## config.mk

```make
export PLATFORM = sky130hd
export DESIGN_NAME = uartEcho
export DESIGN_NICKNAME = d
export VERILOG_FILES = /design/src/uart_pkg.sv /design/src/uartEcho.sv /design/src/uartTx.sv /design/src/byteFifo.sv /design/src/uartRx.sv /design/src/uartBaudGen.sv
export VERILOG_INCLUDE_DIRS = /design/src
export SDC_FILE = /design/constraint.sdc
export NUM_CORES = 1
export LEC_CHECK = 0
export ABC_AREA = 1
export ABC_CLOCK_PERIOD_IN_PS = 2700
export BUFFER_PORTS_ARGS = -buffer_cell sky130_fd_sc_hd__clkbuf_2
export CORE_ASPECT_RATIO = 2
export CORE_MARGIN = 2
export CORE_UTILIZATION = 60
export DETAILED_ROUTE_END_ITERATION = 10
export PLACE_DENSITY_LB_ADDON = 0.15
export SYNTH_ARGS = -nofsm -noshare
export SYNTH_HDL_FRONTEND = slang
export SYNTH_HIERARCHICAL = 1
export SYNTH_SLANG_ARGS = --single-unit
```

## constraint.sdc

```tcl
create_clock -name clk -period 2.7 [get_ports clk]
set_clock_uncertainty 0.05 [all_clocks]
set_input_delay 0.54 -clock clk [delete_from_list [all_inputs] [get_ports clk]]
set_output_delay 0.54 -clock clk [all_outputs]
set_load 0.02 [all_outputs]
```

## src/uart_macros.svh

```systemverilog
`ifndef UART_MACROS_SVH
`define UART_MACROS_SVH

// system clock in Hz
`define UART_CLK_FREQ 32_000_000

// serial rate, 32 clocks per bit at the default clock
`define UART_BAUD_RATE 1_000_000

// samples taken per bit by the receiver
`define UART_OVERSAMPLE 16

// fifo address width, 16 entries
`define UART_FIFO_DEPTH_LOG2 4

`endif
```

## src/uart_pkg.sv

```systemverilog
`default_nettype none

package uart_pkg;

    // enable strobes from the baud generator
    typedef struct packed {
        logic sampleTick;   // 16x bit rate
        logic bitTick;      // lines up with every 16th sampleTick
    } baudTicks_t;

    // status seen at the top level
    typedef struct packed {
        logic       overflow;       // sticky
        logic [7:0] frameErrors;    // saturates at 255
    } uartStatus_t;

endpackage

`default_nettype wire

```

## src/uartEcho.sv

```systemverilog
`default_nettype none
`timescale 1ns/100ps

module uartEcho
    import uart_pkg::*;
(
    input  wire         clk,
    input  wire         rst_n,
    input  wire         rx,
    input  wire         txEnable,
    output logic        tx,
    output uartStatus_t status
);

    baudTicks_t ticks;
    logic [7:0] rxByte;
    logic       rxValid;
    logic       frameError;
    logic [7:0] headByte;
    logic       full;
    logic       empty;
    logic       busy;
    logic       fifoWr;
    logic       pop;

    assign fifoWr = rxValid && !full;             // overflow bytes are dropped
    assign pop    = !empty && txEnable && !busy;  // also the tx load strobe

    uartBaudGen u_baudGen (
        .clk  (clk),
        .rst_n(rst_n),
        .ticks(ticks)
    );

    uartRx u_rx (
        .clk       (clk),
        .rst_n     (rst_n),
        .ticks     (ticks),
        .rx        (rx),
        .rxByte    (rxByte),
        .rxValid   (rxValid),
        .frameError(frameError)
    );

    byteFifo u_fifo (
        .clk   (clk),
        .rst_n (rst_n),
        .wrEn  (fifoWr),
        .wrData(rxByte),
        .rdEn  (pop),
        .rdData(headByte),
        .full  (full),
        .empty (empty)
    );

    uartTx u_tx (
        .clk   (clk),
        .rst_n (rst_n),
        .ticks (ticks),
        .load  (pop),
        .txByte(headByte),
        .tx    (tx),
        .busy  (busy)
    );

    always_ff @(posedge clk or negedge rst_n) begin
        if (!rst_n) begin
            status <= '0;
        end else begin
            if (rxValid && full) begin
                status.overflow <= 1'b1;  // sticky until reset
            end
            if (frameError && status.frameErrors != 8'hFF) begin
                status.frameErrors <= status.frameErrors + 1'b1;
            end
        end
    end

endmodule

`default_nettype wire

```

## src/uartTx.sv

```systemverilog
`default_nettype none
`timescale 1ns/100ps

module uartTx
    import uart_pkg::*;
(
    input  wire        clk,
    input  wire        rst_n,
    input  baudTicks_t ticks,
    input  wire        load,
    input  wire  [7:0] txByte,
    output logic       tx,
    output logic       busy
);

    localparam logic [1:0] IDLE  = 2'd0;
    localparam logic [1:0] START = 2'd1;
    localparam logic [1:0] DATA  = 2'd2;
    localparam logic [1:0] STOP  = 2'd3;

    logic [1:0] state;
    logic [3:0] bitCnt;
    logic [7:0] txShift;

    always_ff @(posedge clk or negedge rst_n) begin
        if (!rst_n) begin
            state  <= IDLE;
            bitCnt <= '0;
            tx     <= 1'b1;
            busy   <= 1'b0;
        end else begin
            case (state)
                IDLE: begin
                    tx <= 1'b1;
                    if (load) begin
                        busy  <= 1'b1;
                        state <= START;  // wait for the next bit boundary
                    end
                end
                START: begin
                    if (ticks.bitTick) begin
                        tx     <= 1'b0;
                        bitCnt <= '0;
                        state  <= DATA;
                    end
                end
                DATA: begin
                    if (ticks.bitTick) begin
                        tx     <= txShift[0];  // ninth shift puts out the stop bit
                        bitCnt <= bitCnt + 1'b1;
                        if (bitCnt == 4'd8) begin
                            state <= STOP;
                        end
                    end
                end
                STOP: begin
                    if (ticks.bitTick) begin
                        busy  <= 1'b0;  // stop bit done
                        state <= IDLE;
                    end
                end
            endcase
        end
    end

    // ones fill in from the top
    always_ff @(posedge clk) begin
        if (load && !busy) begin
            txShift <= txByte;
        end else if (state == DATA && ticks.bitTick) begin
            txShift <= {1'b1, txShift[7:1]};
        end
    end

    noLoadWhileBusy: assert property (@(posedge clk) disable iff (!rst_n)
        load |-> !busy)
        else $error("tx load while busy");

endmodule

`default_nettype wire

```

## src/byteFifo.sv

```systemverilog
`default_nettype none
`timescale 1ns/100ps
`include "uart_macros.svh"

module byteFifo (
    input  wire        clk,
    input  wire        rst_n,
    input  wire        wrEn,
    input  wire  [7:0] wrData,
    input  wire        rdEn,
    output logic [7:0] rdData,
    output logic       full,
    output logic       empty
);

    localparam int AW    = `UART_FIFO_DEPTH_LOG2;
    localparam int DEPTH = 1 << AW;

    logic [7:0]  mem [DEPTH];
    logic [AW:0] wrPtr;   // extra msb tells full from empty
    logic [AW:0] rdPtr;

    assign empty  = (wrPtr == rdPtr);
    assign full   = (wrPtr[AW] != rdPtr[AW]) && (wrPtr[AW-1:0] == rdPtr[AW-1:0]);
    assign rdData = mem[rdPtr[AW-1:0]];  // head shown without a read cycle

    always_ff @(posedge clk or negedge rst_n) begin
        if (!rst_n) begin
            wrPtr <= '0;
            rdPtr <= '0;
        end else begin
            if (wrEn && !full) begin
                wrPtr <= wrPtr + 1'b1;
            end
            if (rdEn && !empty) begin
                rdPtr <= rdPtr + 1'b1;
            end
        end
    end

    always_ff @(posedge clk) begin
        if (wrEn && !full) begin
            mem[wrPtr[AW-1:0]] <= wrData;
        end
    end

    // the top level is expected to gate both strobes with the flags
    noWriteWhenFull: assert property (@(posedge clk) disable iff (!rst_n)
        wrEn |-> !full)
        else $error("fifo write while full");

    noReadWhenEmpty: assert property (@(posedge clk) disable iff (!rst_n)
        rdEn |-> !empty)
        else $error("fifo read while empty");

endmodule

`default_nettype wire

```

## src/uartRx.sv

```systemverilog
`default_nettype none
`timescale 1ns/100ps
`include "uart_macros.svh"

module uartRx
    import uart_pkg::*;
(
    input  wire        clk,
    input  wire        rst_n,
    input  baudTicks_t ticks,
    input  wire        rx,
    output logic [7:0] rxByte,
    output logic       rxValid,
    output logic       frameError
);

    localparam logic [1:0] IDLE = 2'd0;
    localparam logic [1:0] DATA = 2'd1;
    localparam logic [1:0] STOP = 2'd2;

    localparam int          OVS_W       = $clog2(`UART_OVERSAMPLE);
    localparam logic [OVS_W-1:0] HALF_SAMPLE = OVS_W'(`UART_OVERSAMPLE / 2 - 1);
    localparam logic [OVS_W-1:0] LAST_SAMPLE = OVS_W'(`UART_OVERSAMPLE - 1);

    logic [1:0]       state;
    logic [OVS_W-1:0] sampleCnt;
    logic [2:0]       bitIdx;
    logic [1:0]       rxMeta;
    logic             rxSync;
    logic             bitSample;   // mid-bit sample point

    assign rxSync    = rxMeta[1];
    assign bitSample = ticks.sampleTick && (sampleCnt == LAST_SAMPLE);

    // line idles high
    always_ff @(posedge clk or negedge rst_n) begin
        if (!rst_n) begin
            rxMeta <= 2'b11;
        end else begin
            rxMeta <= {rxMeta[0], rx};
        end
    end

    always_ff @(posedge clk or negedge rst_n) begin
        if (!rst_n) begin
            state      <= IDLE;
            sampleCnt  <= '0;
            bitIdx     <= '0;
            rxValid    <= 1'b0;
            frameError <= 1'b0;
        end else begin
            rxValid    <= 1'b0;
            frameError <= 1'b0;
            case (state)
                IDLE: begin
                    if (ticks.sampleTick) begin
                        if (rxSync) begin
                            sampleCnt <= '0;  // glitch, start over
                        end else if (sampleCnt == HALF_SAMPLE) begin
                            sampleCnt <= '0;
                            bitIdx    <= '0;
                            state     <= DATA;
                        end else begin
                            sampleCnt <= sampleCnt + 1'b1;
                        end
                    end
                end
                DATA: begin
                    if (ticks.sampleTick) begin
                        sampleCnt <= sampleCnt + 1'b1;  // wraps to 0 at the sample point
                        if (bitSample) begin
                            bitIdx <= bitIdx + 1'b1;
                            if (bitIdx == 3'd7) begin
                                state <= STOP;
                            end
                        end
                    end
                end
                STOP: begin
                    if (ticks.sampleTick) begin
                        sampleCnt <= sampleCnt + 1'b1;
                        if (bitSample) begin
                            rxValid    <= rxSync;
                            frameError <= !rxSync;  // low stop bit, byte dropped
                            state      <= IDLE;
                        end
                    end
                end
                default: begin
                    state     <= IDLE;
                    sampleCnt <= '0;
                end
            endcase
        end
    end

    // lsb arrives first
    always_ff @(posedge clk) begin
        if (state == DATA && bitSample) begin
            rxByte <= {rxSync, rxByte[7:1]};
        end
    end

    validXorError: assert property (@(posedge clk) disable iff (!rst_n)
        !(rxValid && frameError))
        else $error("rxValid and frameError together");

endmodule

`default_nettype wire

```

## src/uartBaudGen.sv

```systemverilog
`default_nettype none
`timescale 1ns/100ps
`include "uart_macros.svh"

module uartBaudGen
    import uart_pkg::*;
(
    input  wire        clk,
    input  wire        rst_n,
    output baudTicks_t ticks
);

    localparam int SAMPLE_DIV = `UART_CLK_FREQ / (`UART_BAUD_RATE * `UART_OVERSAMPLE);
    localparam int DIV_W      = (SAMPLE_DIV > 1) ? $clog2(SAMPLE_DIV) : 1;
    localparam int OVS_W      = $clog2(`UART_OVERSAMPLE);

    logic [DIV_W-1:0] divCnt;
    logic [OVS_W-1:0] sampleCnt;   // sample ticks within the current bit
    logic             sampleDue;

    assign sampleDue = (divCnt == DIV_W'(SAMPLE_DIV - 1));

    // both strobes registered, so bitTick always rides on a sampleTick
    always_ff @(posedge clk or negedge rst_n) begin
        if (!rst_n) begin
            divCnt    <= '0;
            sampleCnt <= '0;
            ticks     <= '0;
        end else begin
            ticks.sampleTick <= sampleDue;
            ticks.bitTick    <= sampleDue && (sampleCnt == OVS_W'(`UART_OVERSAMPLE - 1));
            if (sampleDue) begin
                divCnt    <= '0;
                sampleCnt <= sampleCnt + 1'b1;  // wraps every 16
            end else begin
                divCnt <= divCnt + 1'b1;
            end
        end
    end

    // rx and tx both rely on the two strobes staying aligned
    bitOnSample: assert property (@(posedge clk) disable iff (!rst_n)
        ticks.bitTick |-> ticks.sampleTick)
        else $error("bitTick without sampleTick");

endmodule

`default_nettype wire

```

; ---- After elaboration in Yosys (flattened, before gate mapping)
; Memories as Yosys holds them, arrays and structs flattened.
; Index checks and enable logic that the tools add are counted.
[classes]
n_addsub = 8
eq_ne = 28
muxes = 45
reduce_logical = 32
[ops]
columns = cell, n
row1 = $mux 2, 13
row2 = $mux 4, 6
row3 = $mux 8, 2
row4 = $ne 2x2->1 const B, 8
row5 = $pmux 4 s2, 2
row6 = $mux 3, 5
row7 = $logic_and 1x1->1, 13
row8 = $add 4x1->4 const B, 3
row9 = $eq 4x4->1 const B, 3
row10 = $mux 1, 12
row11 = $ne 2x1->1 const B, 6
row12 = $add 5x1->5 const B, 2
row13 = $reduce_and 3->1, 3
row14 = $add 8x1->8 const B, 1
row15 = $ne 8x8->1 const B, 1
row16 = $pmux 2 s4, 1
row17 = $reduce_and 8->1, 1
row18 = $reduce_bool 2->1, 4
row19 = $eq 2x2->1 const B, 3
row20 = $pmux 2 s3, 1
row21 = $pmux 3 s2, 1
row22 = $reduce_and 6->1, 1
row23 = $eq 5x5->1, 1
row24 = $reduce_and 5->1, 1
row25 = 14 further kinds, 19
[word_totals]
mem_count = 1
inputBits = 4
output_inout_bits = 10
ff_bits = 63
ramBits = 128
[mem_list]
columns = name, depth, word_bits, read_ports, rd_ports_with_merged_regs, wr, line
row1 = u_fifo.mem, 16, 8, 1, 0, 1, byteFifo.sv:19  ; logic [7:0] mem [DEPTH];

; ---- Logic depth before layout (Yosys ltp)
[depth]
ltp_word = 7
mapped_depth = 15
depth_no_buf = 14

; ---- Modules after synthesis
; The synthesis kept the hierarchy.
[modules_own_cells]
columns = module, n_inst, area_each_um2, cells_each
row1 = byteFifo, 1, 5928.2, 559
row2 = uartRx, 1, 1046.0, 111
row3 = uartTx, 1, 869.6, 98
row4 = uartEcho, 1, 544.3, 73
row5 = uartBaudGen, 1, 267.8, 24

; ---- Worst setup path after synthesis
; Ideal clock, no wire load.
[synth_path]
kind = register to register
start = register u_fifo.rdPtr[1]
end = register u_tx.txShift[0] (enable)
path_slack_ns = 0.192
path_stages_with_launch = 13
t_arrival_ns = 2.129
period_less_slack_ns = 2.508
setup_time_ns = 0.329
path_cell_list = dfrtp_1 > buf_4 > inv_2 > nand2_1 > nand2_1 > nor2_2 > nand3_2 > inv_1 > nor3b_1 > inv_1 > nor2_4 > inv_2 > nand2_1
[synth_via]
elab_chain_cells = 6
[synth_rtl]
columns = element, line
row1 = start: declaration, byteFifo.sv:21  ; logic [AW:0] rdPtr;
row2 = start signal: assignment, byteFifo.sv:36  ; rdPtr <= rdPtr + 1'b1;
row3 = $eq 5x5->1, byteFifo.sv:23  ; assign empty = (wrPtr == rdPtr);
row4 = named net empty, uartEcho.sv:21  ; logic empty;
row5 = $logic_not 1->1, uartEcho.sv:27  ; assign pop = !empty && txEnable && !busy;
row6 = $logic_and 1x1->1 (2 in a row), uartEcho.sv:27
row7 = named net pop, uartEcho.sv:24  ; logic pop;
row8 = $logic_and 1x1->1, uartTx.sv:68  ; if (load && !busy) begin
row9 = $reduce_bool 2->1 (no line), n/a
row10 = end signal: assignment, uartTx.sv:69  ; txShift <= txByte;
row11 = end signal: assignment, uartTx.sv:71  ; txShift <= {1'b1, txShift[7:1]};
row12 = end: declaration, uartTx.sv:23  ; logic [7:0] txShift;
; The timed path passes the listed nets, and every way through them passes these cells.
; A chain may end at the register's enable or synchronous reset.

; ---- Worst setup path in the final report
[layout_path]
start = register u_fifo.wrPtr[0]
end = register u_tx.txShift[3] (enable)
[layout_via]
elab_chain_cells = 6
[layout_rtl]
columns = element, line
row1 = start: declaration, byteFifo.sv:20  ; logic [AW:0] wrPtr;
row2 = start signal: assignment, byteFifo.sv:33  ; wrPtr <= wrPtr + 1'b1;
row3 = $eq 5x5->1, byteFifo.sv:23
row4 = named net empty, uartEcho.sv:21
row5 = $logic_not 1->1, uartEcho.sv:27
row6 = $logic_and 1x1->1 (2 in a row), uartEcho.sv:27
row7 = named net pop, uartEcho.sv:24
row8 = $logic_and 1x1->1, uartTx.sv:68
row9 = $reduce_bool 2->1 (no line), n/a
; The timed path passes the listed nets, and every way through them passes these cells.

==> run summary <==
Final min period - 2360 ps
Crit-path max FO - 9
Fin crit share - 87.5%
Final setup fails - 0
FF-to-FF Start - u_fifo/wrPtr[0]$_DFFE_PN0P_
Post-cts resize count - 0
Relative slew margins - 47.0%
Routed Antenna Nets - 0
CTS max path bufs - 2
RSZ-0062 raised after global routing - false
Final WL - 17.5 mm
DR vias - 5,851
Predominant post-synthesis flop cell - edfxtp_1
Hold Path Class - in2async
Number of vias per cell - 5.30
Synthesized cell area - 8660 um2
Reg2reg path depth - 11
Detailed Routing Iterations Pass 1 - 5
All-layer global routing usage - 24.2%
Peak VDD IR - 582 uV
DRC viols - 0
P_leak - 4.06 nW
Share of cells above drive strength 1 - 12.2%
Top cells by count, synth - 256 x nand2_1, 144 x edfxtp_1, 128 x nor2_1
Worst setup margin - 338 ps
H-tree depth - 4
Die area - 15,500 um2
Worst-path clk slew - 70 ps
Finished Core Util - 67.8%
Antenna cells - 0
Width of the die - 88.9 um
Post-CTS Setup Inserts - 0
Die span in y - 174 um
Slowest cell on crit path - dfrtp_1
Placed Area - 9050 um2
Hold Violations, Final - 0
CTS Buf Count - 17
R2r setup slk - 340 ps
Mean post-synth cell area - 10.0 um2
Starting Density - 61.0%
Crit path buffers/inverters - 4
Row cnt - 62
Layout net count - 926
Post-synth EDFFs - 144
PortBufs - 13
CP peak stage delay - 450 ps
Area share of the largest cell type after synthesis - 50.0%
Routed wire per std cell - 15.8 um
Largest net degree at the start of global routing - 66
Post-synthesis register bit count - 191
Kind of cell adding the most delay to the critical path - simple AND/OR/NAND/NOR gates
Critical Path RT - 2750 ps
Synth area leaders - edfxtp_1 50%, dfrtp_1 13%, nand2_1 11%
Critical-path cell list - inv_1 > nand2_1 > nand2_1 > nor2_2 > nand3_2 > inv_1 > nor3b_1 > inv_1 > nor2_4 > inv_2 > nand2_1
Status - completed
DRT iter0 DRCs - 597
CTS sink count - 191
PwrDens - 626 nW/um2
Vias in the first global route - 5,648
P&R area growth vs syn - 11.2%
Fillcell total - 1,082
Clock Latency Late Sink - 430 ps
RR Endpoint - u_tx/txShift[3]$_DFFE_PP_
Kind of critical path - reg2reg
DP Worst Slack - 402 ps
Count leader, synth - nand2_1
Core box area - 14,200 um2
Max-Cap Viols - 0
Yosys warns - 6
Hold_buf cts - 0
Crit path arrival time - 2410 ps
Seq/Total Area, Yosys - 63.6%
Async set-reset flop share out of synthesis - 24.6%
Synth Net Count - 891
Root Driver - clkbuf_16
Slew Viols, Final - 0
Startpoint Class - register
Congestion Overflow GR - 0
CP Capture Type - register
Post-synth top area cell - edfxtp_1
Boundary Pins - 14
Post-synthesis cell count - 865
Design Area, Final - 9620 um2
Fmax - 423 MHz
Routability congestion estimate from global placement - 0.913
Hpwl dp - 11.4 mm
Setup_tns - 0 ps
Tightest Pin Transition - 795 ps
Unique masters post-synth - 39
Initial antenna violation count - 0
CTS tree - done
First-pass GRT wire length - 28.4 mm
-- routing by layer --
| metal | part of all wire (%) | routed length (um) | GRT usage (%) | vias up |
|---|---|---|---|---|
| met5 | 0 | 0 | 0 | - |
| met4 | 2.7 | 478 | 9.95 | 0 |
| met2 | 49 | 8590 | 37.7 | 173 |
| li1 | - | - | - | 2912 |
| met1 | 44 | 7640 | 33.9 | 2739 |
| met3 | 4.3 | 747 | 3.62 | 27 |
-- sequential cells by signal (all words and copies together), names as in the netlist, 2 cells and up --
register and count:
u_tx/state 2, u_fifo/rdPtr 5, u_tx/txShift 8, u_rx/sampleCnt 4
u_rx/rxMeta 2, u_rx/state 2, u_baudGen/sampleCnt 4, u_rx/bitIdx 3
status 9, u_tx/bitCnt 4, u_baudGen/ticks 2, u_fifo/mem 128
u_fifo/wrPtr 5, u_rx/rxByte 8
-- cell families (layout without fill, tap and decap cells) --
group           after synthesis  count (layout)  share of synthesized area [%]
compound gates               74              74                           4.48
xor+xnor                     11              11                           1.11
fa+ha+maj                    22              22                           3.18
buf+inv                      91             139                           4.38
flops                       191             191                           63.6
simple gates                476             476                           23.3
-- layout by cell type, fill, tap and decap left out, drive strengths merged, types with 6 or more instances in the layout --
cell type  Yosys  routed
ha            22      22
nor2         137     137
dfrtp         44      44
edfxtp       144     144
o21ai         68      68
xor2           6       6
clkbuf         5      30
nand3         63      63
clkinv         2       6
nand2        265     265
buf           19      27
inv           65      73
-- metrics by stage --
step | cells | hold WS [ps] | power, mW
CTS | 1105 | 82.7 | 6.06
global route | 1105 | 112 | 6.27
floorplan | 865 | 194 | 3.61
finish | 1105 | 63.3 | 6.02
detailed placement | 1073 | 299 | 3.70
global placement | 1073 | 298 | 3.69
-- how the worst max path moves through the flow --
stage                                     start                             to  slack (ps)  cells after the start
floorplan           u_fifo/rdPtr[1]$_DFFE_PN0P_      u_tx/txShift[0]$_DFFE_PP_         190                     12
global placement    u_fifo/wrPtr[0]$_DFFE_PN0P_  u_tx/txShift[7]$_SDFFCE_PN1P_         490                     11
detailed placement  u_fifo/wrPtr[0]$_DFFE_PN0P_  u_tx/txShift[7]$_SDFFCE_PN1P_         400                     11
CTS                 u_fifo/wrPtr[0]$_DFFE_PN0P_      u_tx/txShift[2]$_DFFE_PP_         350                     11
global route        u_fifo/wrPtr[0]$_DFFE_PN0P_      u_tx/txShift[2]$_DFFE_PP_         110                     11
finish              u_fifo/wrPtr[0]$_DFFE_PN0P_      u_tx/txShift[3]$_DFFE_PP_         340                     11
-- power breakdown --
group,switching (mW),internal [mW]
registers,0.0487,3.17
clock network,1.16,1.22
logic,0.275,0.144
total,1.48,4.54
-- final cells by class --
| cell class | instances | area (um2) | share of cell area, % |
|---|---|---|---|
| Sequential cell | 191 | 5510 | 57.2 |
| Multi-Input combinational cell | 583 | 2770 | 28.8 |
| Clock buffer | 17 | 425 | 4.42 |
| Timing Repair Buffer | 40 | 280 | 2.91 |
| Inverter | 67 | 254 | 2.64 |
| Tap cell | 192 | 240 | 2.50 |
| Clock inverter | 15 | 145 | 1.51 |
-- worst reg2reg max path, stage by stage, from the launching register on --
cell and delay [ps]:
dfrtp_1 450, inv_1 170, nand2_1 70, nand2_1 80, nor2_2 70, nand3_2 150, inv_1 60, nor3b_1 250
inv_1 130, nor2_4 190, inv_2 120, nand2_1 270
No activity file was read; power rests on OpenSTA's default activity.
